===== config.mk =====
export PLATFORM = sky130hd
export DESIGN_NAME = req_merge_flat
export DESIGN_NICKNAME = d
export VERILOG_FILES = /design/src/rtl/mem_req_pkg.sv /design/src/rtl/mem_req_if.sv /design/src/rtl/req_merge.sv /design/src/flat_wrapper.sv
export SDC_FILE = /design/constraint.sdc
export NUM_CORES = 1
export LEC_CHECK = 0
export BUFFER_PORTS_ARGS = -buffer_cell sky130_fd_sc_hd__buf_2
export CORE_MARGIN = 3
export CORE_UTILIZATION = 37
export CTS_CLUSTER_SIZE = 20
export DETAILED_ROUTE_END_ITERATION = 12
export PLACE_DENSITY = 0.75
export SKIP_LAST_GASP = 1
export SYNTH_ARGS = -nofsm -noshare
export SYNTH_HDL_FRONTEND = slang
export SYNTH_SLANG_ARGS = --single-unit
export TNS_END_PERCENT = 30

===== constraint.sdc =====
create_clock -name clk -period 2.1 [get_ports clk]
set_input_delay 0.21 -clock clk [delete_from_list [all_inputs] [get_ports clk]]
set_output_delay 0.21 -clock clk [all_outputs]
set_load 0.05 [all_outputs]

===== src/rtl/mem_req_pkg.sv =====
// address, data and mask types plus the request record and queue depth
`default_nettype none

package mem_req_pkg;

    localparam int ADDR_W = 22;
    localparam int ROW_W  = 13;
    localparam int COL_W  = 9;
    localparam int BANK_W = 2;

    localparam int QUEUE_DEPTH = 4;

    typedef logic [ADDR_W-1:0] addr_t; // row on top, column below
    typedef logic [BANK_W-1:0] bank_t;
    typedef logic [15:0]       word_t;
    typedef logic [31:0]       dword_t;
    typedef logic [1:0]        mask_t; // set bit blocks that byte

    typedef struct packed {
        addr_t addr;
        bank_t bank;
        logic  wr;   // 1 for write
        word_t data;
        mask_t mask;
    } mem_req_t;

endpackage

`default_nettype wire


===== src/rtl/mem_req_if.sv =====
// valid/ready request channel with source, sink and monitor modports
`timescale 1ns/100ps
`default_nettype none

interface mem_req_if;

    logic                  valid;
    logic                  ready;
    mem_req_pkg::mem_req_t req; // stable while valid && !ready

    modport source (
        output valid,
        output req,
        input  ready
    );

    modport sink (
        input  valid,
        input  req,
        output ready
    );

    modport monitor (
        input valid,
        input ready,
        input req
    );

endinterface

`default_nettype wire


===== src/rtl/req_merge.sv =====
// request merger combining game and rom-download requests into one request stream
`timescale 1ns/100ps
`default_nettype none

module req_merge (
    input  logic               clk,
    input  logic               rst,
    input  logic               downloading,
    input  logic               prog_we,
    input  mem_req_pkg::addr_t prog_addr,
    input  mem_req_pkg::bank_t prog_bank,
    input  byte                prog_data,
    input  mem_req_pkg::mask_t prog_mask,
    input  logic               read_req,
    input  logic               rnw,
    input  mem_req_pkg::addr_t game_addr,
    input  mem_req_pkg::bank_t game_bank,
    input  mem_req_pkg::word_t data_write,
    input  mem_req_pkg::mask_t wr_mask,
    output logic               sdram_ack,
    mem_req_if.source          req_out
);

    mem_req_pkg::mem_req_t pend; // the one pending request
    logic out_valid;
    logic src_game;  // pending entry came from the game
    logic game_busy; // game request taken, wait for read_req low
    logic can_load;
    logic dl_take;
    logic game_take;

    assign req_out.valid = out_valid;
    assign req_out.req   = pend;

    // slot free now or emptied this cycle
    assign can_load  = !out_valid || req_out.ready;
    assign dl_take   = downloading && prog_we && can_load; // dropped if no room
    assign game_take = !downloading && read_req && !game_busy && can_load;

    always_ff @(posedge clk or posedge rst) begin
        if (rst) begin
            out_valid <= 1'b0;
            src_game  <= 1'b0;
            game_busy <= 1'b0;
            sdram_ack <= 1'b0;
        end else begin
            sdram_ack <= out_valid && req_out.ready && src_game; // one cycle
            if (dl_take || game_take) begin
                out_valid <= 1'b1;
                src_game  <= game_take;
            end else if (req_out.ready) begin
                out_valid <= 1'b0;
            end
            if (game_take)
                game_busy <= 1'b1;
            else if (!read_req)
                game_busy <= 1'b0;
        end
    end

    always_ff @(posedge clk) begin
        if (dl_take) begin
            // download byte goes to both halves, mask picks the lane
            pend <= '{addr: prog_addr, bank: prog_bank, wr: 1'b1,
                      data: {prog_data, prog_data}, mask: prog_mask};
        end else if (game_take) begin
            pend <= '{addr: game_addr, bank: game_bank, wr: !rnw,
                      data: data_write, mask: wr_mask};
        end
    end

endmodule

`default_nettype wire


===== src/flat_wrapper.sv =====
// flat-port wrapper written by rule: the top's interface ports become plain ports
module req_merge_flat 
  (clk, rst, downloading, prog_we, prog_addr, prog_bank, prog_data, prog_mask, read_req, rnw, game_addr, game_bank, data_write, wr_mask, sdram_ack, req_out_valid, req_out_req, req_out_ready);
  mem_req_if req_out_i ();
  input  logic clk;
  input  logic rst;
  input  logic downloading;
  input  logic prog_we;
  input  mem_req_pkg::addr_t prog_addr;
  input  mem_req_pkg::bank_t prog_bank;
  input  byte prog_data;
  input  mem_req_pkg::mask_t prog_mask;
  input  logic read_req;
  input  logic rnw;
  input  mem_req_pkg::addr_t game_addr;
  input  mem_req_pkg::bank_t game_bank;
  input  mem_req_pkg::word_t data_write;
  input  mem_req_pkg::mask_t wr_mask;
  output logic sdram_ack;
  output wire logic [$bits(req_out_i.valid)-1:0] req_out_valid;
  output wire logic [$bits(req_out_i.req)-1:0] req_out_req;
  input wire logic [$bits(req_out_i.ready)-1:0] req_out_ready;
  assign req_out_valid = req_out_i.valid;
  assign req_out_req = req_out_i.req;
  assign req_out_i.ready = req_out_ready;
  req_merge u_core (.clk(clk), .rst(rst), .downloading(downloading), .prog_we(prog_we), .prog_addr(prog_addr), .prog_bank(prog_bank), .prog_data(prog_data), .prog_mask(prog_mask), .read_req(read_req), .rnw(rnw), .game_addr(game_addr), .game_bank(game_bank), .data_write(data_write), .wr_mask(wr_mask), .sdram_ack(sdram_ack), .req_out(req_out_i));
endmodule

==> impl_metrics.toml <==
[cts]
cts.sinks = 47
clockRootBuffer = "clkbuf_8"
h-tree-depth = 2
cts_tree = "built"
clk_pin_slew_ns = 0.08
clk_latency_ns = 0.29
holdBufCountCts = 1
post_cts_buffers = 0
clockBufferDepth = 2
cts-resized-gates = 0
cts_made_buffers = 5

[run]
maxCapViolations = 0

[detailed_routing]
vias = 1488
routed_wl_mm = 4.44
dr.pass1.iters = 4
ant_nets = 0
via_per_inst = 4.82
first_iter_violations = 43
wl_per_cell_um = 14.4
drc_errors = 0

[timing]
skew_ns = 0.00875
slew_headroom_pct = 62.9
hold_viol = 0
final_max_slew_viol_count = 0
period_share_pct = 83.3
setup_viol = 0
max_freq_mhz = 572
worst_pin_slew_ns = 0.556
period_minus_slack_ns = 1.75
grt_setup_unrepaired = "false"
tns_ns = 0

[status]
outcome = "completed"

[global_routing]
top_usage_layer = "met2"
gr-total-overflow = 0
met3_usage_pct = 5.85
use_met1_pct = 16.9
grt_pass1_vias = 1421
grt_max_degree = 46
grtUsageMet2_pct = 23.0
antenna_found_initial = 0
grt_pass1_wl_mm = 6.59
track_usage_pct = 14.1

[synth]
synth_area_per_cell_um2 = 17.3
synthesis.nets = 195
netlist_instances = 112
synth_seq_cells = 47
ys_warn_count = 0
seq_area_frac_synth_pct = 71.4
synth_cell_types = 19
synth_area_um2 = 1940

[floorplan]
core-area_um2 = 4880
initial_core_util_pct = 39.7
rows = 25
dieArea_um2 = 6140
die_height_um = 78.3
fp.dieW_um = 78.3
pin_count = 128

[setup_path]
cp_slowest_cell = "or2_4"
cp.required_ns = 2.03
cp-start-kind = "flop"
path_cells = "nor2b_4 -> nor4b_4 -> or2_4"
crit_fanout = 42
cpPeakStageDelay_ns = 0.53
critPathKind = "reg2reg"
ff2ff_path_depth = 3
reg2reg_slack_ns = 0.35
setup.worst_path.end_class = "flop"
critPathBufInv = 0
crit_family = "simple AND/OR/NAND/NOR gates"
rr_startpoint = "u_core.req_out.valid"
reg2reg_to = "u_core.req_out.req[17]"
cp.arrival_ns = 1.67

[pwr]
power.density_nw_per_um2 = 829
p_leak_uw = 0.00125
ir_drop_mv = 0.532

[cells_and_area]
final_cell_mix = "buf_2 (127), a22o_1 (42), edfxtp_1 (42)"
fin_nets = 324
area_growth_pct = 39.8
nFillCells = 422
multi_input_area_um2 = 479
mostFrequentLayoutCell = "buf_2"
n_antenna_cell = 0
fin_util_pct = 55.4
drive_gt1_share_pct = 58.7
ff_latch_area_um2 = 1380

[place]
hpwl_mm = 3.34
gp_congestion = 0.787
port_buffers = 127

[hold_path]
hold_depth = 2
hp-class = "in2reg"
min_from = "rnw"
hold_end = "u_core.req_out.req[18]"
[layer usage]
metal,vias to the layer above,wire (um)
li1,722,-
met1,681,1770
met2,81,2180
met3,4,451
met4,0,41
met5,-,0
[worst max-delay path by stage]
stage / start / end / slack (ns) / cells after the start
final: u_core.req_out.valid / u_core.req_out.req[17] / 0.35 / 3
after global routing: u_core.req_out.valid / u_core.req_out.req[9] / 0.23 / 3
after CTS: u_core.req_out.valid / u_core.req_out.req[8] / 0.34 / 3
after detailed placement: u_core.req_out.valid / u_core.req_out.req[13] / 0.36 / 3
after global placement: u_core.req_out.valid / u_core.req_out.req[13] / 0.41 / 3
after floorplan: u_core.req_out.valid / u_core.req_out.req[0] / 0.05 / 3
[state kept, by name, summed over array words and instances, names as in the netlist]
name                  flops
u_core.req_out.valid      1
u_core.game_busy          1
u_core.src_game           1
u_core.req_out.req       43
u_core.sdram_ack          1
[power breakdown]
part	switching, uW	internal [uW]
clock network	279	226
registers	23.6	1130
logic	414	172
total	717	1520
[through the flow]
step | setup WS [ns] | cell area [um2] | total power, uW | cells | hold WS, ns
after floorplan | 0.0512 | 1940 | 1590 | 112 | -0.0240
final | 0.352 | 2710 | 2240 | 309 | 0.0868
after global placement | 0.411 | 2610 | 1750 | 300 | 0.100
after detailed placement | 0.362 | 2610 | 1760 | 300 | 0.103
after CTS | 0.337 | 2710 | 2270 | 309 | 0.0752
after global routing | 0.230 | 2710 | 2340 | 309 | 0.0855
[cell usage after synthesis]
library cell / count / area, um2
a22o_1: 42 / 368
edfxtp_1: 42 / 1260
and3_1: 1 / 6.26
nand2b_1: 1 / 6.26
inv_1: 2 / 7.51
or2_2: 1 / 6.26
nor2b_4: 1 / 13.8
dfrtp_1: 4 / 100
and3_2: 1 / 7.51
o21bai_2: 1 / 11.3
a31oi_1: 1 / 6.26
buf_2: 5 / 25.0
nor2_1: 1 / 3.75
or3_1: 1 / 6.26
mux2i_1: 1 / 10.0
nor4b_4: 1 / 23.8
dfxtp_1: 1 / 20.0
o21a_1: 1 / 7.51
buf_6: 4 / 45.0
[logic make-up after synthesis]
logic type	count (synthesis)	share of synthesized area (%)
muxes	1	0.517
AOI/OAI and AO/OA	45	20.3
DFF	47	71.4
and+or+nand+nor	8	3.81
buffers and inverters	11	4.01
[cell type report]
class                   count  share of cell area (%)
clock buffers               5                    2.54
repair buffers            131                    24.7
inverters                   2                   0.278
multi-input cells          54                    17.7
clock inverters             3                   0.555
flip-flops and latches     47                    51.1
well taps                  67                    3.10
(Power assumes the default switching activity.)
