===== config.mk =====
export PLATFORM = sky130hd
export DESIGN_NAME = req_queue_flat
export DESIGN_NICKNAME = d
export VERILOG_FILES = /design/src/rtl/mem_req_pkg.sv /design/src/rtl/mem_req_if.sv /design/src/rtl/req_queue.sv /design/src/flat_wrapper.sv
export SDC_FILE = /design/constraint.sdc
export NUM_CORES = 1
export LEC_CHECK = 0
export BUFFER_PORTS_ARGS = -buffer_cell sky130_fd_sc_hd__buf_2
export CAP_MARGIN = 20
export CORE_MARGIN = 10
export CORE_UTILIZATION = 51
export DETAILED_ROUTE_END_ITERATION = 12
export PLACE_DENSITY_LB_ADDON = 0.3
export SETUP_SLACK_MARGIN = 0.15
export SLEW_MARGIN = 0
export SYNTH_ARGS = -nofsm -noshare
export SYNTH_HDL_FRONTEND = slang
export SYNTH_SLANG_ARGS = --single-unit
export TNS_END_PERCENT = 10

===== constraint.sdc =====
create_clock -name clk -period 1.86 [get_ports clk]
set_input_delay 0.093 -clock clk [delete_from_list [all_inputs] [get_ports clk]]
set_output_delay 0.093 -clock clk [all_outputs]
set_load 0.02 [all_outputs]

===== src/rtl/mem_req_pkg.sv =====
// address, data and mask types plus the request record and queue depth
`default_nettype none

package mem_req_pkg;

    localparam int ADDR_W = 22;
    localparam int ROW_W  = 13;
    localparam int COL_W  = 9;
    localparam int BANK_W = 2;

    localparam int QUEUE_DEPTH = 4;

    typedef logic [ADDR_W-1:0] addr_t; // row on top, column below
    typedef logic [BANK_W-1:0] bank_t;
    typedef logic [15:0]       word_t;
    typedef logic [31:0]       dword_t;
    typedef logic [1:0]        mask_t; // set bit blocks that byte

    typedef struct packed {
        addr_t addr;
        bank_t bank;
        logic  wr;   // 1 for write
        word_t data;
        mask_t mask;
    } mem_req_t;

endpackage

`default_nettype wire


===== src/rtl/mem_req_if.sv =====
// valid/ready request channel with source, sink and monitor modports
`timescale 1ns/100ps
`default_nettype none

interface mem_req_if;

    logic                  valid;
    logic                  ready;
    mem_req_pkg::mem_req_t req; // stable while valid && !ready

    modport source (
        output valid,
        output req,
        input  ready
    );

    modport sink (
        input  valid,
        input  req,
        output ready
    );

    modport monitor (
        input valid,
        input ready,
        input req
    );

endinterface

`default_nettype wire


===== src/rtl/req_queue.sv =====
// request fifo with read/write pointers and occupancy count
`timescale 1ns/100ps
`default_nettype none

module req_queue #(
    parameter int DEPTH = mem_req_pkg::QUEUE_DEPTH // power of two
) (
    input  logic       clk,
    input  logic       rst,
    mem_req_if.sink    push_side,
    mem_req_if.source  pop_side
);

    localparam int PTR_W = $clog2(DEPTH);

    mem_req_pkg::mem_req_t store [DEPTH];

    logic [PTR_W-1:0] wr_ptr;
    logic [PTR_W-1:0] rd_ptr;
    logic [PTR_W:0]   count;  // 0 .. DEPTH
    logic full;
    logic empty;
    logic push;
    logic pop;

    assign full  = count == (PTR_W+1)'(DEPTH);
    assign empty = count == '0;

    assign push_side.ready = !full;
    assign pop_side.valid  = !empty;
    assign pop_side.req    = store[rd_ptr]; // head of queue

    assign push = push_side.valid && !full;
    assign pop  = pop_side.ready && !empty;

    always_ff @(posedge clk or posedge rst) begin
        if (rst) begin
            wr_ptr <= '0;
            rd_ptr <= '0;
            count  <= '0;
        end else begin
            if (push)
                wr_ptr <= wr_ptr + 1'b1; // wraps, depth is 2^n
            if (pop)
                rd_ptr <= rd_ptr + 1'b1;
            case ({push, pop})
                2'b10:   count <= count + 1'b1;
                2'b01:   count <= count - 1'b1;
                default: count <= count; // none or both
            endcase
        end
    end

    always_ff @(posedge clk) begin
        if (push)
            store[wr_ptr] <= push_side.req;
    end

endmodule

`default_nettype wire


===== src/flat_wrapper.sv =====
// flat-port wrapper written by rule: the top's interface ports become plain ports
module req_queue_flat 
#(
    parameter int DEPTH = mem_req_pkg::QUEUE_DEPTH                
)
  (clk, rst, push_side_valid, push_side_req, push_side_ready, pop_side_valid, pop_side_req, pop_side_ready);
  mem_req_if push_side_i ();
  mem_req_if pop_side_i ();
  input  logic clk;
  input  logic rst;
  input wire logic [$bits(push_side_i.valid)-1:0] push_side_valid;
  input wire logic [$bits(push_side_i.req)-1:0] push_side_req;
  output wire logic [$bits(push_side_i.ready)-1:0] push_side_ready;
  output wire logic [$bits(pop_side_i.valid)-1:0] pop_side_valid;
  output wire logic [$bits(pop_side_i.req)-1:0] pop_side_req;
  input wire logic [$bits(pop_side_i.ready)-1:0] pop_side_ready;
  assign push_side_i.valid = push_side_valid;
  assign push_side_i.req = push_side_req;
  assign push_side_ready = push_side_i.ready;
  assign pop_side_valid = pop_side_i.valid;
  assign pop_side_req = pop_side_i.req;
  assign pop_side_i.ready = pop_side_ready;
  req_queue #(.DEPTH(DEPTH)) u_core (.clk(clk), .rst(rst), .push_side(push_side_i), .pop_side(pop_side_i));
endmodule

==> flow_metrics.py <==
metrics = {
    "drt": {
        "viasPerCell": 5.334,
        "num_vias": 3291,
        "wirelength_um": 13310,
        "route.detailed.drc": 0,
        "drt-wirelength-per-cell_um": 21.57,
        "first_pass_iters": 4,
        "ant_nets": 0,
        "drtIter0Drc": 246,
    },
    "global_route": {
        "grt_pass1_vias": 3562,
        "grt_pass1_wl_um": 20460,
        "grt.overflow.total": 0,
        "antenna_found_initial": 0,
        "grt_max_degree": 28,
        "grtUsageTotal_pct": 14.98,
    },
    "cts": {
        "cts.clk_slew.worst_paths_ns": 0.06,
        "cts_tree": "done",
        "cts_root_buffer": "clkbuf_16",
        "clock_sinks": 179,
        "cts_inserted_buffers": 17,
        "h-tree-depth": 4,
        "clk_path_buf_depth": 2,
        "clock_latency_ns": 0.41,
    },
    "sta": {
        "finalMaxSlewViolations": 0,
        "fin_crit_ns": 1.959,
        "slew_headroom_pct": 79.97,
        "tightest_slew_ns": 0.3001,
        "holdWs_ns": 0.04948,
        "grt_setup_unrepaired": "yes",
        "final.setup.worst_slack_ns": -0.09864,
        "hold_viol_final": 0,
        "max_freq_mhz": 510.6,
        "setup_viol": 44,
        "skew_ns": 0.006805,
        "fin_crit_sh_pct": 105.3,
    },
    "synth": {
        "yosys_register_bits": 179,
        "yosysMostFrequentCell": "edfxtp_1",
        "synthArstFlopShare_pct": 3.911,
        "ys_types": 20,
        "netlist.area_leader.share_pct": 77.95,
        "syn_inst": 263,
        "synth_nets": 316,
        "yosysTopAreaCell": "edfxtp_1",
        "yosysWarnings": 0,
        "ys.flop_type": "edfxtp_1",
        "synthTopCellsByCount": "172 x edfxtp_1, 43 x mux4_2, 7 x dfrtp_1, 7 x inv_1, 5 x ha_1",
        "syn_area_per_cell_um2": 25.20,
        "synth_area_leaders": "edfxtp_1 78%, mux4_2 15%, dfrtp_1 2.6%, ha_1 0.94%, and3_2 0.45%",
        "synth_seq_area_share_pct": 80.59,
        "synth_edf_count": 172,
        "syn-cell-area_um2": 6626,
    },
    "pwr": {
        "peakVddDrop_v": 0.0008894,
        "p_leak_nw": 3.134,
        "power_density_nw_per_um2": 1636,
    },
    "hold_path": {
        "holdPathEnd": "u_core.rd_ptr[0]",
        "worstHoldStart": "pop_side_ready",
        "hold_path_depth": 3,
        "hp-class": "in -> reg",
    },
    "critical_path": {
        "start_kind": "register",
        "cp.required_ns": 2.20,
        "path_max_fanout": 2,
        "worstReg2RegEnd": "u_core.count[2]",
        "r2r-start": "u_core.count[0]",
        "cp.arrival_ns": 2.30,
        "critPathKind": "reg -> reg",
        "r2r_cells": 9,
        "rrSetupSlack_ns": -0.1,
        "worstSetupEndpointType": "register",
    },
    "layout": {
        "syn_to_final_growth_pct": 32.72,
        "instances_no_fill": 617,
        "nets": 485,
        "n_antenna_cell": 0,
        "fill_cells": 764,
        "final_layout_size_suffix_gt1_share_pct": 44.94,
    },
    "placement": {
        "place_congestion": 0.6987,
        "dp_hpwl_um": 7848,
        "dp.cells": 535,
        "portBuffers": 91,
    },
    "die": {
        "start_util_pct": 52.30,
        "pin_count": 92,
        "core_area_um2": 12670,
        "fp.dieW_um": 134.0,
        "rows": 41,
        "die_y_um": 134.0,
        "die-area_um2": 17950,
    },
    "status": {
        "violations": "setup timing",
        "status": "finished with violations",
    },
    "run": {
        "drv_cap": 0,
    },
}
## layer usage
metal	part of all wire [%]	vias up	GRT usage, %	wire length [um]
li1	-	1447	-	-
met4	0.95	0	5.079	127
met3	6.6	11	5.116	875
met1	42	1718	18.62	5564
met5	0	-	0	0
met2	51	115	24.15	6739
## kinds of logic (layout without fill, tap and decap cells)
kind of cell    Yosys count  in the layout  share of synthesized area (%)
fa+ha+maj                 6              6                          1.246
mux                      45             45                          14.99
xor+xnor                  6              6                         0.7932
simple gates              9              9                         0.9818
compound gates            1              1                         0.1511
flops                   179            179                          80.59
buf+inv                  17            199                          1.246
## cells in the final DEF (no fill, tap or decap), types with 2 or more instances in the layout
cell type / netlist / routed
inv_1: 7 / 5
clkbuf_16: 0 / 19
buf_4: 4 / 9
xor2_1: 3 / 3
mux4_2: 43 / 43
buf_6: 0 / 23
dfrtp_1: 7 / 5
xnor2_1: 3 / 3
clkinv_2: 0 / 5
and3_2: 4 / 4
inv_2: 0 / 2
bufinv_16: 0 / 2
clkinvlp_4: 0 / 2
ha_1: 5 / 4
clkinv_1: 0 / 6
dlygate4sd3_1: 0 / 44
edfxtp_1: 172 / 172
buf_2: 3 / 69
buf_12: 0 / 12
## state kept, by name (all words and copies together) (netlist names)
signal         flops
u_core.wr_ptr      2
u_core.count       3
u_core.rd_ptr      2
u_core.store     172
## per-stage QoR
stage	setup slack [ns]	cell area (um^2)	total power (W)	setup TNS (ns)	util [%]
3_5_place_dp	-0.1099	7478	0.01030	-0.1099	59.02
6_report	-0.09864	8795	0.01439	-2.668	69.41
2_1_floorplan	-0.1628	6641	0.008616	-0.2053	-
3_3_place_gp	-0.06391	7478	0.01020	-0.06391	59.02
5_1_grt	-0.1938	8795	0.01499	-5.534	69.41
4_1_cts	-0.1006	8635	0.01403	-2.175	68.14
## how the worst max path moves through the flow
stage                               start               to
after floorplan           u_core.count[0]  u_core.count[2]
after global placement    u_core.count[1]  u_core.count[2]
after detailed placement  u_core.count[1]  u_core.count[2]
after CTS                 u_core.count[0]  u_core.count[2]
after global routing      u_core.count[0]  u_core.count[2]
final                     u_core.count[0]  u_core.count[2]
## critical path, cell delays in order (launching register included)
cell and delay [ns]:
dfrtp_1 0.38, or3b_4 0.40, and2_4 0.15, inv_2 0.06, ha_4 0.13, inv_2 0.03
fa_2 0.32, xor2_1 0.15, nor2_1 0.11, xor2_1 0.15
## power breakdown
part	internal [W]	switching, W	total, W
registers	0.00535	0.000286	0.00563
logic	0.00269	0.00277	0.00546
clock network	0.00193	0.00136	0.00330
## layout make-up
cell class	count	area [um^2]	share of cell area [%]
flip-flops and latches	179	5345	60.78
repair buffers	160	1430	16.26
multi-input cells	67	1230	13.98
clock buffers	17	425.4	4.837
well taps	172	215.2	2.447
clock inverters	15	122.6	1.394
inverters	7	26.28	0.2988
## repair_timing
action / CTS / global route
hold endpoints to repair: 179 / 0
setup buffers: 3 / 0
setup endpoints to repair: 46 / 219
pin swaps: 5 / 0
gates cloned: 1 / 2
resized for setup: 31 / 36
hold buffers: 44 / 0
Power figures use the tool's default switching activity.
